`src/uart_pkg.sv`:
```
// Register map, field widths, status bit positions and frame length for the UART transmitter
package uart_pkg;

   //============================================================
   // Wishbone register map
   //============================================================
   localparam int ADDR_W = 2;                          // Word address width on the bus

   localparam logic [ADDR_W-1:0] REG_DATA    = 2'd0;   // Write queues a byte, reads zero
   localparam logic [ADDR_W-1:0] REG_STATUS  = 2'd1;   // Read only
   localparam logic [ADDR_W-1:0] REG_DIVISOR = 2'd2;   // Bit period in clock cycles

   //============================================================
   // Divisor and frame
   //============================================================
   localparam int DIV_W       = 16;                    // Divisor register width
   localparam int MIN_DIVISOR = 4;                     // Smaller writes are raised to this

   // Start, 8 data, stop and one guard bit
   localparam int FRAME_BITS  = 11;

   //============================================================
   // Status word layout
   //============================================================
   localparam int STAT_EMPTY_BIT = 0;                  // FIFO empty
   localparam int STAT_FULL_BIT  = 1;                  // FIFO full
   localparam int STAT_BUSY_BIT  = 2;                  // Serializer sending a frame

   // FIFO level field
   localparam int STAT_LEVEL_LSB = 8;
   localparam int STAT_LEVEL_W   = 8;

endpackage
```
`src/fifo_push_if.sv`:
```
// Interface for the FIFO write side: write strobe, write byte, full flag and level
`timescale 1ns/1ps

interface fifo_push_if #(
   parameter int DEPTH = 8                     // Must match the FIFO depth
);

   localparam int LVL_W = $clog2(DEPTH) + 1;   // Level counts 0..DEPTH

   logic             wr_en;                    // One cycle write strobe
   logic [7:0]       wr_data;                  // Byte to queue
   logic             full;                     // No room left
   logic [LVL_W-1:0] level;                    // Bytes currently held

   // Register block side
   modport writer (
      output wr_en,
      output wr_data,
      input  full,
      input  level
   );

   // FIFO side
   modport buffer (
      input  wr_en,
      input  wr_data,
      output full,
      output level
   );

endinterface

```
`src/uart_tx_top.sv`:
```
// UART transmitter top level with Wishbone classic ports and the serial output
`timescale 1ns/1ps

module uart_tx_top
   import uart_pkg::*;
#(
   parameter int CLK_HZ     = 50_000_000,          // Core clock
   parameter int BAUD       = 115_200,             // Bit rate after reset
   parameter int FIFO_DEPTH = 8                    // Bytes queued, power of two
) (
   input  logic              clk,
   input  logic              reset,

   // Wishbone classic slave
   input  logic              cyc,
   input  logic              stb,
   input  logic              we,
   input  logic [ADDR_W-1:0] adr,
   input  logic [31:0]       dat_w,
   output logic              ack,
   output logic [31:0]       dat_r,

   output logic              txd                   // Serial line
);

   //============================================================
   // Internal connections
   //============================================================
   fifo_push_if #(.DEPTH(FIFO_DEPTH)) push_bus (); // Register block to FIFO

   logic [7:0]       fifo_rd_data;                 // FIFO head
   logic             fifo_empty;
   logic             ser_pop;
   logic             ser_busy;
   logic [DIV_W-1:0] divisor;

   uart_wb_regs #(
      .CLK_HZ (CLK_HZ),
      .BAUD   (BAUD)
   ) u_regs (
      .clk     (clk),
      .reset   (reset),
      .cyc     (cyc),
      .stb     (stb),
      .we      (we),
      .adr     (adr),
      .dat_w   (dat_w),
      .ack     (ack),
      .dat_r   (dat_r),
      .push    (push_bus.writer),
      .busy    (ser_busy),
      .divisor (divisor)
   );

   uart_tx_fifo #(
      .FIFO_DEPTH (FIFO_DEPTH)
   ) u_fifo (
      .clk     (clk),
      .reset   (reset),
      .push    (push_bus.buffer),
      .pop     (ser_pop),
      .rd_data (fifo_rd_data),
      .empty   (fifo_empty)
   );

   uart_tx_serializer u_ser (
      .clk     (clk),
      .reset   (reset),
      .rd_data (fifo_rd_data),
      .empty   (fifo_empty),
      .pop     (ser_pop),
      .divisor (divisor),
      .txd     (txd),
      .busy    (ser_busy)
   );

endmodule

```
`src/uart_tx_serializer.sv`:
```
// Baud counter and frame FSM that shifts FIFO bytes out on the serial line
`timescale 1ns/1ps

module uart_tx_serializer
   import uart_pkg::*;
(
   input  logic             clk,
   input  logic             reset,

   // FIFO read side
   input  logic [7:0]       rd_data,
   input  logic             empty,
   output logic             pop,                   // One cycle strobe

   input  logic [DIV_W-1:0] divisor,               // Bit period in clocks
   output logic             txd,                   // Serial line, idles high
   output logic             busy                   // Frame in progress
);

   //============================================================
   // Frame states
   //============================================================
   // Bit states are numbered in line order, guard is the last bit
   typedef enum logic [3:0] {
      S_START = 4'd0,
      S_D0    = 4'd1,
      S_D1    = 4'd2,
      S_D2    = 4'd3,
      S_D3    = 4'd4,
      S_D4    = 4'd5,
      S_D5    = 4'd6,
      S_D6    = 4'd7,
      S_D7    = 4'd8,
      S_STOP  = 4'd9,
      S_GUARD = 4'(FRAME_BITS - 1),                // Spacing between characters
      S_IDLE  = 4'hF
   } state_t;

   state_t           state;
   logic [DIV_W-1:0] count;                        // Clocks left in this bit
   logic [7:0]       data_q;                       // Byte being sent
   logic             bit_end;                      // Last clock of the bit
   logic             start_frame;                  // Take the FIFO head now
   logic             line_bit;                     // Level for the current state
   logic             busy_q;                       // Tracks the delayed line

   assign bit_end     = (count == '0);

   // New frame from idle, or straight after the guard bit
   assign start_frame = ~empty & ((state == S_IDLE) | ((state == S_GUARD) & bit_end));

   //============================================================
   // Line level
   //============================================================
   always_comb begin
      if (state == S_START)
         line_bit = 1'b0;                          // Start bit, falling edge marks the frame
      else if (state <= S_D7)
         line_bit = data_q[3'(state - S_D0)];      // LSB first
      else
         line_bit = 1'b1;                          // Stop, guard and idle
   end

   // Busy covers the pop up to the end of the guard bit on the line
   assign busy = (state != S_IDLE) | busy_q;

   //============================================================
   // FSM and baud counter
   //============================================================
   always_ff @(posedge clk or posedge reset) begin
      if (reset) begin
         state  <= S_IDLE;
         count  <= '0;
         pop    <= 1'b0;
         txd    <= 1'b1;
         busy_q <= 1'b0;
      end else begin
         pop    <= start_frame;                    // FIFO advances on the next edge
         txd    <= line_bit;                       // Registered, one cycle behind state
         busy_q <= (state != S_IDLE);

         if (start_frame) begin
            state <= S_START;
            count <= divisor - 1'b1;               // Divisor sampled per bit
         end else if (state != S_IDLE) begin
            if (!bit_end) begin
               count <= count - 1'b1;
            end else if (state == S_GUARD) begin
               state <= S_IDLE;                    // Nothing queued
            end else begin
               state <= state_t'(state + 4'd1);    // Next bit in line order
               count <= divisor - 1'b1;
            end
         end
      end
   end

   // Byte latched together with the pop
   always_ff @(posedge clk) begin
      if (start_frame)
         data_q <= rd_data;
   end

endmodule

```
`src/uart_tx_fifo.sv`:
```
// Circular byte FIFO between the Wishbone register block and the serializer
`timescale 1ns/1ps

module uart_tx_fifo #(
   parameter int FIFO_DEPTH = 8                    // Power of two
) (
   input  logic        clk,
   input  logic        reset,

   fifo_push_if.buffer push,                       // Write side from the register block

   // Read side toward the serializer
   input  logic        pop,
   output logic [7:0]  rd_data,
   output logic        empty
);

   localparam int PTR_W = $clog2(FIFO_DEPTH);      // Pointer wraps naturally

   logic [7:0]       mem [FIFO_DEPTH];             // Byte storage
   logic [PTR_W-1:0] wr_ptr;
   logic [PTR_W-1:0] rd_ptr;
   logic [PTR_W:0]   count;                        // Occupancy 0..FIFO_DEPTH
   logic             do_push;
   logic             do_pop;

   //============================================================
   // Flags and handshakes
   //============================================================
   assign push.full  = (count == (PTR_W + 1)'(FIFO_DEPTH));
   assign empty      = (count == '0);
   assign push.level = count;

   assign do_push = push.wr_en & ~push.full;       // Overflow is dropped
   assign do_pop  = pop & ~empty;                  // Underflow is ignored

   // Head is visible without a read delay
   assign rd_data = mem[rd_ptr];

   //============================================================
   // Storage
   //============================================================
   always_ff @(posedge clk) begin
      if (do_push)
         mem[wr_ptr] <= push.wr_data;
   end

   //============================================================
   // Pointers and count
   //============================================================
   always_ff @(posedge clk or posedge reset) begin
      if (reset) begin
         wr_ptr <= '0;
         rd_ptr <= '0;
         count  <= '0;
      end else begin
         if (do_push)
            wr_ptr <= wr_ptr + 1'b1;
         if (do_pop)
            rd_ptr <= rd_ptr + 1'b1;

         // Simultaneous push and pop leave the count alone
         case ({do_push, do_pop})
            2'b10:   count <= count + 1'b1;
            2'b01:   count <= count - 1'b1;
            default: count <= count;
         endcase
      end
   end

endmodule

```
`src/uart_wb_regs.sv`:
```
// Wishbone classic slave with data, status and divisor registers for the UART transmitter
`timescale 1ns/1ps

module uart_wb_regs
   import uart_pkg::*;
#(
   parameter int CLK_HZ = 50_000_000,              // Core clock
   parameter int BAUD   = 115_200                  // Bit rate after reset
) (
   input  logic              clk,
   input  logic              reset,

   // Wishbone classic slave
   input  logic              cyc,
   input  logic              stb,
   input  logic              we,
   input  logic [ADDR_W-1:0] adr,
   input  logic [31:0]       dat_w,
   output logic              ack,
   output logic [31:0]       dat_r,

   fifo_push_if.writer       push,                 // Toward the FIFO

   input  logic              busy,                 // Serializer in a frame
   output logic [DIV_W-1:0]  divisor               // Bit period to the serializer
);

   //============================================================
   // Divisor reset value
   //============================================================
   localparam int DIV_CALC = CLK_HZ / BAUD;

   // Same floor as for bus writes
   localparam logic [DIV_W-1:0] DIV_RESET =
      (DIV_CALC < MIN_DIVISOR) ? DIV_W'(MIN_DIVISOR) : DIV_W'(DIV_CALC);

   logic             req;                          // New request, not yet answered
   logic             data_wr;                      // Request is a byte push
   logic             accept;                       // Request taken this edge
   logic             div_wr;                       // Divisor update this edge
   logic [DIV_W-1:0] div_new;                      // Written value after the floor
   logic [31:0]      status_word;
   logic [31:0]      rd_word;                      // Read mux output

   //============================================================
   // Request decode
   //============================================================
   assign req     = cyc & stb & ~ack;              // ack high means this transfer is done
   assign data_wr = req & we & (adr == REG_DATA);

   // Byte writes wait here while the FIFO is full
   assign accept  = req & ~(data_wr & push.full);
   assign div_wr  = accept & we & (adr == REG_DIVISOR);

   always_comb begin
      if (dat_w[DIV_W-1:0] < DIV_W'(MIN_DIVISOR))
         div_new = DIV_W'(MIN_DIVISOR);            // Too short for the serializer
      else
         div_new = dat_w[DIV_W-1:0];
   end

   //============================================================
   // Status word and read mux
   //============================================================
   always_comb begin
      status_word                                       = '0;
      status_word[STAT_EMPTY_BIT]                       = (push.level == '0);
      status_word[STAT_FULL_BIT]                        = push.full;
      status_word[STAT_BUSY_BIT]                        = busy;
      status_word[STAT_LEVEL_LSB +: STAT_LEVEL_W]       = STAT_LEVEL_W'(push.level);
   end

   always_comb begin
      case (adr)
         REG_STATUS:  rd_word = status_word;
         REG_DIVISOR: rd_word = 32'(divisor);
         default:     rd_word = '0;                // Data and unused address read zero
      endcase
   end

   //============================================================
   // Control registers
   //============================================================
   always_ff @(posedge clk or posedge reset) begin
      if (reset) begin
         ack        <= 1'b0;
         push.wr_en <= 1'b0;
         divisor    <= DIV_RESET;
      end else begin
         ack        <= accept;                     // One cycle after acceptance
         push.wr_en <= accept & we & (adr == REG_DATA);
         if (div_wr)
            divisor <= div_new;                    // Serializer picks it up next bit
      end
   end

   // Read data and byte payload
   always_ff @(posedge clk) begin
      if (accept) begin
         dat_r        <= we ? 32'd0 : rd_word;
         push.wr_data <= dat_w[7:0];
      end
   end

endmodule

```
`config.mk`:
```
export PLATFORM = sky130hd
export DESIGN_NAME = uart_tx_top
export DESIGN_NICKNAME = d
export VERILOG_FILES = /design/src/uart_pkg.sv /design/src/fifo_push_if.sv /design/src/uart_tx_top.sv /design/src/uart_tx_serializer.sv /design/src/uart_tx_fifo.sv /design/src/uart_wb_regs.sv
export SDC_FILE = /design/constraint.sdc
export NUM_CORES = 1
export LEC_CHECK = 0
export BUFFER_PORTS_ARGS = -buffer_cell sky130_fd_sc_hd__buf_2
export CORE_UTILIZATION = 42
export DETAILED_ROUTE_END_ITERATION = 8
export GPL_TIMING_DRIVEN = 1
export PLACE_DENSITY_LB_ADDON = 0.08
export REMOVE_ABC_BUFFERS = 1
export SYNTH_ARGS = -nofsm -noshare
export SYNTH_HDL_FRONTEND = slang
export SYNTH_SLANG_ARGS = --single-unit
```
`constraint.sdc`:
```
create_clock -name clk -period 3.6 [get_ports clk]
set_input_delay 0.18 -clock clk [delete_from_list [all_inputs] [get_ports clk]]
set_output_delay 0.18 -clock clk [all_outputs]
set_load 0.05 [all_outputs]
```
==> Word-level counts from Yosys, hierarchy flattened <==
Memories as Yosys holds them, arrays and structs flattened. A register that Yosys moved wholly into a read port is not among the register bits.
Index checks and enable logic that the tools add are counted.
{ "op_classes": {"n_addsub": 8, "n_lt_le_gt_ge": 3, "n_eq_ne": 9, "n_mux": 17, "bitwise": 19, "n_reduce_logical": 9} }
{ "ops": {"columns": ["cell", "n"], "rows": [
  ["16-bit two-way mux", 5],
  ["16-bit one-hot mux with 2 select lines", 1],
  ["16-bit by 1-bit subtractor with 16-bit output (second input constant)", 2],
  ["16-bit logical NOT", 1],
  ["16-bit by 3-bit less-than comparator with 1-bit output (second input constant)", 1],
  ["4-bit two-way mux", 4],
  ["1-bit bitwise AND", 13],
  ["4-bit equality test (second input constant)", 3],
  ["4-bit by 1-bit adder with 4-bit output (second input constant)", 2],
  ["4-bit logical NOT", 2],
  ["4-bit one-hot mux with 2 select lines", 1],
  ["3-bit by 1-bit adder with 3-bit output (second input constant)", 2],
  ["2-bit nonzero test", 3],
  ["1-bit two-way mux", 5],
  ["2-bit by 1-bit equality test with 1-bit output (second input constant)", 2],
  ["2-bit equality test (second input constant)", 2],
  ["4-bit less-or-equal comparator (second input constant)", 1],
  ["3-bit by 4-bit less-than comparator with 1-bit output (second input constant)", 1],
  ["4-bit inequality test (second input constant)", 1],
  ["1-bit NOT", 4],
  ["2-bit AND reduction", 2],
  ["4-bit by 1-bit subtractor with 4-bit output (second input constant)", 1],
  ["1-bit binary-select mux with 3-bit select", 1],
  ["3-bit inequality test (second input constant)", 1],
  ["other kinds (3)", 4]
]} }
{ "word_totals": {"ff_bits": 91, "ram_bits": 64, "in_bits": 39, "out_inout_bits": 34, "mem_count": 1} }
{ "mem_list": {"columns": ["memory", "depth", "width", "read_ports", "rd_clocked_by_memory_dff", "write_ports", "line_no", "source"], "rows": [
  ["u_fifo.mem", 8, 8, 1, 1, 1, "uart_tx_fifo.sv:20", "logic [7:0] mem [FIFO_DEPTH];"]
]} }

==> Logic depth before layout (Yosys ltp) <==
Gate-level depths: netlist (run 1).
{ "logic_depth": {"depth_word": 9, "ltp_mapped": 12, "depth_no_buf": 10} }

==> Hierarchy <==
Synthesis (run 1) repeated with hierarchy kept, for this count alone.
{ "unflattened": {"cells_unflattened": 525, "area_unflattened_um2": 7104.3} }
{ "by_module_without_submodules": {"columns": ["mod", "n_inst", "cells_each", "area_each_um2", "seq_area_each_um2"], "rows": [
  ["uart_tx_fifo", 1, 161, 3135.5, 2172.1],
  ["uart_tx_serializer", 1, 237, 2117.0, 822.0],
  ["uart_wb_regs", 1, 127, 1851.8, 1177.4]
]} }

==> Least setup slack after synthesis (run 1) <==
No wires, ideal clock.
{ "synth_path": {"kind": "register to register", "start": "register u_ser.count[0]", "end": "register u_ser.data_q[0], read port of u_fifo.mem (enable)", "t_arrival_ps": 2276, "required_ps": 3225, "slack_ps": 949, "path_stages_with_launch": 7, "path_buffers": 0, "period_less_slack_ps": 2651, "path_cell_list": "dfrtp_1 inv_1 ha_1 or4b_1 or4_4 o21a_1 nor2_1"} }
{ "synth_via": {"elab_chain_len": 4} }
{ "synth_lines": {"columns": ["element", "line_no", "source"], "rows": [
  ["start: declaration", "uart_tx_serializer.sv:40", "logic [DIV_W-1:0] count;"],
  ["start signal: assignment", "uart_tx_serializer.sv:84", "count <= divisor - 1'b1;"],
  ["start signal: assignment", "uart_tx_serializer.sv:87", "count <= count - 1'b1;"],
  ["start signal: assignment", "uart_tx_serializer.sv:92", "count <= divisor - 1'b1;"],
  ["16-bit logical NOT", "uart_tx_serializer.sv:47", "assign bit_end = (count == '0);"],
  ["1-bit bitwise AND", "uart_tx_serializer.sv:50", "assign start_frame = ~empty & ((state == S_IDLE) | ((state == S_GUARD) & bit_end));"],
  ["1-bit bitwise OR", "uart_tx_serializer.sv:50", null],
  ["1-bit bitwise AND", "uart_tx_serializer.sv:50", null],
  ["named net u_ser.start_frame", "uart_tx_serializer.sv:43", "logic start_frame;"],
  ["end: declaration", "uart_tx_serializer.sv:41", "logic [7:0] data_q;"]
]} }
The timed path passes the listed nets, and every way through them passes these cells.
A chain may end at the register's enable or synchronous reset.

==> Worst setup path in the final report (run 1) <==
{ "layout_path": {"start": "register u_fifo.count[3] (netlist: u_fifo.push.level[3])", "end": "register u_fifo.count[2] (netlist: u_fifo.push.level[2])"} }
{ "layout_via": {"elab_chain_len": 5} }
{ "layout_lines": {"columns": ["element", "line_no", "source"], "rows": [
  ["start: declaration", "uart_tx_fifo.sv:23", "logic [PTR_W:0] count;"],
  ["start signal: assignment", "uart_tx_fifo.sv:64", "2'b10: count <= count + 1'b1;"],
  ["start signal: assignment", "uart_tx_fifo.sv:65", "2'b01: count <= count - 1'b1;"],
  ["start signal: assignment", "uart_tx_fifo.sv:66", "default: count <= count;"],
  ["4-bit logical NOT (*)", "uart_tx_fifo.sv:31", "assign empty = (count == '0);"],
  ["1-bit NOT (*)", "uart_tx_fifo.sv:35", "assign do_pop = pop & ~empty;"],
  ["1-bit bitwise AND (*)", "uart_tx_fifo.sv:35", null],
  ["named net u_fifo.do_pop", "uart_tx_fifo.sv:25", "logic do_pop;"],
  ["2-bit by 1-bit equality test with 1-bit output or 2-bit equality test (tied branches)", "uart_tx_fifo.sv:63", "case ({do_push, do_pop})"],
  ["4-bit one-hot mux with 2 select lines or 2-bit nonzero test (tied branches)", null, null]
]} }
The timed path passes the listed nets; every way through them passes the cells marked *.

==> impl_results.md, run 1 <==
* Logic depth of the worst setup path including buffers at 10
* TritonCTS buffer count at 17
* Path depth of the worst reg2reg path at 10
* Leading post-synthesis cells by cell area: sky130_fd_sc_hd__edfxtp_1 43%, sky130_fd_sc_hd__dfrtp_1 15%, sky130_fd_sc_hd__mux4_2 6.0%, sky130_fd_sc_hd__mux2_2 4.0%, sky130_fd_sc_hd__dfstp_2 3.9%
* Number of violations of the max-capacitance limit at 0
* Register area share after synthesis at 61.8%
* Worst min-delay path startpoint: dat_w[7]
* Final setup vio count at 0
* Unrepaired setup endpoints after global routing: false
* Number of synthesized flops with an enable pin at 96
* Type of the worst min-delay path: input port to flop
* Share of post-route cells with drive strength above 1 at 24.3%
* Post-Layout Cell Count at 791
* Die height at 129 µm
* Number of storage elements in the synthesis netlist at 147
* Combinational family with the most area after synthesis: simple AND/OR/NAND/NOR gates
* Vias in the first global route at 4,138
* Avg Vias per Cell at 5.27
* Cell count after synthesis at 507
* Category of the most critical setup path: flop to flop
* CTS tree: yes
* Clock Tree Root: sky130_fd_sc_hd__clkbuf_16
* Arrival time of the worst setup path at 3.14 ns
* Required time reported for the critical path endpoint at 3.89 ns
* Min Hold Slack at 0.0178 ns
* Top FF cell, synth: sky130_fd_sc_hd__edfxtp_1
* Number of nets with antenna violations after detailed routing at 0
* First-pass iteration count of the detailed router at 5
* Slew Limit Headroom at 34.6%
* Area share of fa/ha/maj cells after synthesis at 2.78%
* Most frequent CP cell: sky130_fd_sc_hd__xor2_1
* Fin. max-slew vios at 0
* Sum of internal, switching and leakage power at 4400 µW
* Clock input transition at the sequential cells of the worst setup and hold paths at 0.07 ns
* Critical path startpoint category: flop
* Time the worst path needs with I/O delays and setup at 2.84 ns
* Wire length per cell after detailed routing at 17.8 µm
* Top-Level Pins at 73
* Global-route wire length before repair at 22,700 µm
* Worst R2R End: u_fifo.push.level[2]
* Initial Util at 43.7%
* Maximum number of pins on one net before global-route repair at 30
* All-Layer GR Usage at 18.6%
* Synth warnings at 0
* Share of async-settable or async-resettable flops after synthesis at 34.7%
* Layout Skew at 0.0112 ns
* Number of hold violations in the final report at 0
* Worst r2r src: u_fifo.push.level[3]
* Area share of the largest cell type after synthesis at 42.7%
* Static leakage at 0.00296 µW
* Post-Route WL at 14,100 µm
* Family with the most delay on the worst path: simple AND/OR/NAND/NOR gates
* Placed insts at 749
* 1st-iter DRT viols at 281
* Cell area power density at 561 nW/µm²
* Relative area change from synthesis to final layout at 16.3%
* Outcome: complete, no violations
* Worst Hold Path Cells at 1
* Post-synth top area cell: sky130_fd_sc_hd__edfxtp_1
* Most frequent cells in the layout: 96 x sky130_fd_sc_hd__edfxtp_1, 42 x sky130_fd_sc_hd__nor2_1, 41 x sky130_fd_sc_hd__dfrtp_1, 40 x sky130_fd_sc_hd__buf_2, 29 x sky130_fd_sc_hd__nand2_1
* Die W at 129 µm
* Multiplexer fraction of the synthesized cell area at 10.5%
* Post-Synth Simple-Gate Area at 11.1%
* Commonest non-fill, non-tap cell in the layout: sky130_fd_sc_hd__edfxtp_1
* Final sum of negative setup slack at 0 ns
* Critical Path Slowest Stage Cell: sky130_fd_sc_hd__or4_1
* Maximum ir drop on the vdd rail at 0.000390 V
* Register-to-register path setup slack at 0.76 ns
* H-tree depth at 4
* Die Footprint at 16,600 µm²
* Critical Path Max Stage Delay at 0.76 ns
* Nets at 621
* Area of the core at 15,400 µm²
* Buffer depth of the longest clock path at 2
* Vias at 4,171
* Fraction of the mapped netlist area in compound gates at 6.88%
* Mean area per synthesized cell at 13.3 µm²
* Initial antenna violation count at 1
* Insertion delay to the later sink of the worst-skew pair at 0.42 ns
* Count of different cell masters after synthesis at 56
* Cell area after synthesis at 6750 µm²
* Post-route DRC violation count at 0
* Final cycle utilization of the critical path at 79.0%
* Final HPWL from detailed placement at 9630 µm
* Routability congestion estimate at 0.796
* Count of input and output buffers at 40
* Row count at 45
* Post-cts sizing count at 0
* Count of buffer and inverter cells on the critical path at 1
* Maximum fanout count along the critical path at 8
* Count of antenna diodes in the layout at 0
* Critical path endpoint category: flop
* Peak clock frequency supported by timing at 352 MHz
* Ordered list of cells on the worst path: or4_1, nand2_1, inv_1, ha_1, xor2_1, ha_1, a21oi_1, xor2_1, nor2_1, xor2_1
* Clock sink count at 147
* Destination of the worst hold path: u_regs.push.wr_data[7]
* Sum of overflow across all layers after global routing at 0
* Tightest Pin Transition at 0.978 ns
* Post-Synth XOR/XNOR Area at 2.98%
cell usage after synthesis (3+ instances only):
cell type / number
sky130_fd_sc_hd__nand2_1: 29
sky130_fd_sc_hd__buf_2: 3
sky130_fd_sc_hd__edfxtp_1: 96
sky130_fd_sc_hd__mux2_2: 24
sky130_fd_sc_hd__and3_1: 3
sky130_fd_sc_hd__xor2_1: 11
sky130_fd_sc_hd__dfstp_2: 10
sky130_fd_sc_hd__a31oi_1: 4
sky130_fd_sc_hd__mux4_2: 18
sky130_fd_sc_hd__a22oi_1: 7
sky130_fd_sc_hd__o21ai_1: 3
sky130_fd_sc_hd__a21oi_1: 19
sky130_fd_sc_hd__and2_1: 9
sky130_fd_sc_hd__o21ai_0: 28
sky130_fd_sc_hd__nor2_1: 42
sky130_fd_sc_hd__nor3_1: 13
sky130_fd_sc_hd__nand3_1: 12
sky130_fd_sc_hd__dfrtp_1: 41
sky130_fd_sc_hd__mux2i_1: 3
sky130_fd_sc_hd__buf_4: 17
sky130_fd_sc_hd__nand4_1: 6
sky130_fd_sc_hd__ha_1: 15
sky130_fd_sc_hd__xnor2_1: 12
sky130_fd_sc_hd__or4_1: 6
sky130_fd_sc_hd__nand2b_1: 4
sky130_fd_sc_hd__buf_1: 3
sky130_fd_sc_hd__nor4_1: 9
sky130_fd_sc_hd__inv_1: 14
sky130_fd_sc_hd__nor2b_1: 3
sky130_fd_sc_hd__clkbuf_1: 11
repair_timing:
| action | 4_1_cts | 5_1_grt |
|---|---|---|
| setup endpoints to repair | 0 | 0 |
| setup buffers | 0 | 0 |
| endpoints found under the hold margin | 33 | 0 |
| hold buffers | 10 | 0 |
registers in the layout, summed over array words and instances (netlist names), 3 cells and up:
| signal | flops |
|---|---|
| u_regs.push.wr_data | 8 |
| u_ser.data_q | 8 |
| u_ser.state | 4 |
| u_regs.dat_r | 16 |
| u_fifo.push.level | 4 |
| u_fifo.mem | 64 |
| u_fifo.rd_ptr | 3 |
| u_fifo.wr_ptr | 3 |
| u_regs.divisor | 16 |
| u_ser.count | 16 |
layer usage:
| layer | global-route usage [%] | vias to the layer above | part of all wire (%) |
|---|---|---|---|
| met3 | 4.99 | 11 | 3.4 |
| li1 | - | 1984 | - |
| met5 | 0 | - | 0.092 |
| met4 | 5.05 | 2 | 0.97 |
| met1 | 26.7 | 2087 | 49 |
| met2 | 27.8 | 87 | 46 |
cells by family after synthesis:
family | after synthesis
AOI/OAI and AO/OA | 78
xor gates and xnor gates | 23
adders and majority gates | 15
buffers and inverters | 50
DFF | 147
muxes | 45
other | 1
and+or+nand+nor | 148
power by group:
part / internal [µW] / switching (µW) / total, µW / leakage, µW
registers: 1940 / 192 / 2130 / 0.00146
clock network: 1040 / 738 / 1780 / 0.000286
logic: 201 / 291 / 492 / 0.00121
through the flow:
stage	utilization, %	cell area, µm²	setup WS (ns)
after floorplan	-	6600	0.949
after global placement	46.4	7150	0.810
after detailed placement	46.4	7150	0.778
after CTS	50.9	7850	0.775
after global routing	50.9	7850	0.595
final	50.9	7850	0.757
worst register-to-register path: cells and delay by family, from the launching register on:
| kind | cells | cell delay [ns] |
|---|---|---|
| AO/OA/AOI/OAI | 1 | 0.14 |
| flip-flops | 1 | 0.47 |
| buffers and inverters | 1 | 0.10 |
| AND/OR/NAND/NOR | 3 | 1.06 |
| XOR/XNOR | 3 | 0.47 |
| adder cells (fa/ha/maj) | 2 | 0.49 |
worst max path at each step:
stage	slack, ns	startpoint	to
after floorplan	0.95	u_ser.count[0]	u_ser.data_q[0]
after global placement	0.81	u_ser.count[0]	u_ser.count[4]
after detailed placement	0.78	u_fifo.push.level[3]	u_fifo.push.level[2]
after CTS	0.77	u_fifo.push.level[3]	u_fifo.push.level[2]
after global routing	0.60	u_fifo.push.level[3]	u_fifo.push.level[2]
final	0.76	u_fifo.push.level[3]	u_fifo.push.level[2]
cell type report:
type                       count  area, µm²
clock inverter                15        173
sequential                   147       4170
clock buffer                  17        425
tap                          211        264
multi-input combinational    325       2380
fill                        1351       7580
inverter                      15       56.3
timing repair buffer          61        383
No activity file was read; power rests on OpenSTA's default activity.
==> run 2, diff against run 1 <==
==> constraint.sdc (replaced) <==
create_clock -name clk -period 2.55 [get_ports clk]
set_input_delay 0.1275 -clock clk [delete_from_list [all_inputs] [get_ports clk]]
set_output_delay 0.1275 -clock clk [all_outputs]
set_load 0.05 [all_outputs]
==> impl_results.md, run 2 (synthesis results as in run 1) <==
* Outcome: complete, no violations
* Final setup vio count at 0 (unchanged)
* Global-route wire length before repair at 23,100 µm (+2.0%)
* Initial antenna violation count at 0 (-1)
* Maximum fanout count along the critical path at 13 (+5)
* Area of the core at 15,400 µm² (unchanged)
* Fin. max-slew vios at 0 (unchanged)
* All-Layer GR Usage at 18.9% (+0.34 points)
* Cell area power density at 791 nW/µm² (+41%)
* Final sum of negative setup slack at 0 ns (unchanged)
* Static leakage at 0.00316 µW (+6.6%)
* Comb power frac at 13.6% (+2.4 points)
* Row count at 45 (unchanged)
* Top-Level Pins at 73 (unchanged)
* Share of post-route cells with drive strength above 1 at 27.8% (+3.4 points)
* Tightest Pin Transition at 0.884 ns (-0.0940 ns)
* Count of input and output buffers at 40 (unchanged)
* Post-Layout Cell Count at 827 (+4.6%)
* Relative area change from synthesis to final layout at 21.5%
* Critical path endpoint category: flop
* Avg Vias per Cell at 5.23 (-0.84%)
* Die height at 129 µm (unchanged)
* Number of violations of the max-capacitance limit at 0 (unchanged)
* Post-route DRC violation count at 0 (unchanged)
* Maximum number of pins on one net before global-route repair at 29 (-3.3%)
* Routability congestion estimate at 0.807 (+1.5%)
* Crit path setup slack, layout at 0.0615 ns (-0.695 ns)
* Nets at 658 (+6.0%)
* Arrival time of the worst setup path at 2.80 ns (-0.34 ns)
* Vias at 4,324 (+3.7%)
* Buffer depth of the longest clock path at 2 (unchanged)
* Maximum ir drop on the vdd rail at 0.000672 V (+72%)
* Clock Tree Root: sky130_fd_sc_hd__clkbuf_16
* H-tree depth at 4 (unchanged)
* Commonest non-fill, non-tap cell in the layout: sky130_fd_sc_hd__edfxtp_1
* Post-CTS Repair Setup Buffers at 0 (unchanged)
* Register-to-register path setup slack at 0.06 ns (-0.70 ns)
* CTS tree: yes
* Sum of overflow across all layers after global routing at 0 (unchanged)
* Placed standard-cell area at 7400 µm² (+3.4%)
* First-pass iteration count of the detailed router at 4 (-1)
* Unrepaired setup endpoints after global routing: true
* Die Footprint at 16,600 µm² (unchanged)
* Sum of internal, switching and leakage power at 6490 µW (+47%)
* Relative contribution of the clock network to total power at 40.9% (+0.5 points)
* Cell-internal power at 4770 µW (+50%)
* Clock input transition at the sequential cells of the worst setup and hold paths at 0.06 ns (about the same)
* Slew Limit Headroom at 41.1% (+6.5 points)
* Category of the most critical setup path: flop to flop
* Most frequent cells in the layout: 96 x sky130_fd_sc_hd__edfxtp_1, 42 x sky130_fd_sc_hd__nor2_1, 41 x sky130_fd_sc_hd__dfrtp_1, 40 x sky130_fd_sc_hd__buf_2, 39 x sky130_fd_sc_hd__buf_4
* Type of the worst min-delay path: input port to flop
* Die W at 129 µm (unchanged)
* Sw power at 1720 µW (+41%)
* Final cycle utilization of the critical path at 97.6% (+19 points)
* Worst setup path start: u_ser.count[1]
* Path depth of the worst reg2reg path at 9 (-1)
* Number of flip-flops under the largest register name at 64 (unchanged)
* Clock sink count at 147 (unchanged)
* Number of hold violations in the final report at 0 (unchanged)
* Post-Route WL at 14,600 µm (+3.6%)
* Biggest register: u_fifo.mem
* Vias in the first global route at 4,294 (+3.8%)
* Critical path startpoint category: flop
* Net switching fraction of the power at 26.4% (-1.3 points)
* Count of antenna diodes in the layout at 0 (unchanged)
* Time the worst path needs with I/O delays and setup at 2.49 ns (-0.355 ns)
* Placed insts at 779 (+4.0%)
* Layout Cell Area excl Fill at 8200 µm² (+4.5%)
* Layout Skew at 0.0139 ns (+0.00277 ns)
* Final HPWL from detailed placement at 10,100 µm (+5.3%)
* 1st-iter DRT viols at 241 (-14%)
* Insertion delay to the later sink of the worst-skew pair at 0.42 ns (about the same)
* Number of nets with antenna violations after detailed routing at 0 (unchanged)
* Peak clock frequency supported by timing at 402 MHz (+14%)
* Part of the total power dissipated in sequential elements at 45.4% (-3.1 points)
* Worst R2R End: u_ser.count[4]
* Place WS at 0.0418 ns (-0.736 ns)
* Initial Util at 43.7% (unchanged)
* Required time reported for the critical path endpoint at 2.86 ns (-1.03 ns)
* End point of the critical path: u_ser.count[4]
* Worst r2r src: u_ser.count[1]
* TritonCTS buffer count at 17 (unchanged)
* Wire length per cell after detailed routing at 17.7 µm (-0.89%)
run 2: cell types whose count changed in the layout (fill, tap and decap cells not counted), sizes merged:
cell         change
bufinv           +2
clkinvlp         -1
inv              -1
clkinv           -1
buf             +30
dlygate4sd3      +7
run 2: how the worst min path moves through the flow:
stage | from | end | slack (ns) | cells after the start
2_1_floorplan | dat_w[0] | u_regs.push.wr_data[0] | 0.23 | 0
4_1_cts | we | u_regs.push.wr_en | 0.03 | 2
3_5_place_dp | reset | u_ser.pop | 0.12 | 2
6_report | we | u_regs.push.wr_en | 0.05 | 2
3_3_place_gp | reset | u_ser.pop | 0.13 | 2
5_1_grt | we | u_regs.push.wr_en | 0.05 | 2
run 2: cell type report:
class,instances,area (µm²)
Timing Repair Buffer,98,703
Clock inverter,14,199
Inverter,15,56.3
Sequential cell,147,4170
Clock buffer,17,425
Multi-Input combinational cell,325,2380
Tap cell,211,264
Fill cell,1319,7220
run 2: stage by stage:
| stage | utilization, % | hold WS [ns] |
|---|---|---|
| after floorplan | - | 0.226 |
| after global placement | 47.9 | 0.127 |
| after detailed placement | 47.9 | 0.124 |
| after CTS | 53.1 | 0.0283 |
| after global routing | 53.2 | 0.0510 |
| final | 53.2 | 0.0494 |
run 2: metal layers:
metal / up-vias / global-route usage, % / wire length, µm
met2: 110 / 29.6 / 6860
li1: 2056 / - / -
met5: - / 0 / 0
met3: 11 / 4.24 / 576
met4: 0 / 5.47 / 134
met1: 2147 / 26.5 / 7050
run 2: repair_timing:
action,4_1_cts,5_1_grt
hold buffers,17,0
resized for setup,0,3
endpoints found under the setup margin,0,16
hold endpoints to repair,32,0
run 2: power groups by stage:
| stage | clock network [µW] | logic [µW] | registers [µW] |
|---|---|---|---|
| final | 2660 | 885 | 2950 |
| after CTS | 2700 | 891 | 2940 |
| after detailed placement | 0 | 869 | 2990 |
| after global routing | 2800 | 977 | 2970 |
| after global placement | 0 | 852 | 2980 |
| after floorplan | 0 | 475 | 3000 |
run 2: critical path, stage by stage, from the launching register on:
cell                      delay, ns
sky130_fd_sc_hd__dfrtp_1       0.39
sky130_fd_sc_hd__inv_1         0.09
sky130_fd_sc_hd__ha_1          0.14
sky130_fd_sc_hd__or4b_4        0.47
sky130_fd_sc_hd__or4_4         0.53
sky130_fd_sc_hd__o21a_1        0.23
sky130_fd_sc_hd__nor2_2        0.15
sky130_fd_sc_hd__buf_12        0.15
sky130_fd_sc_hd__nor2_1        0.05
sky130_fd_sc_hd__o22a_1        0.19
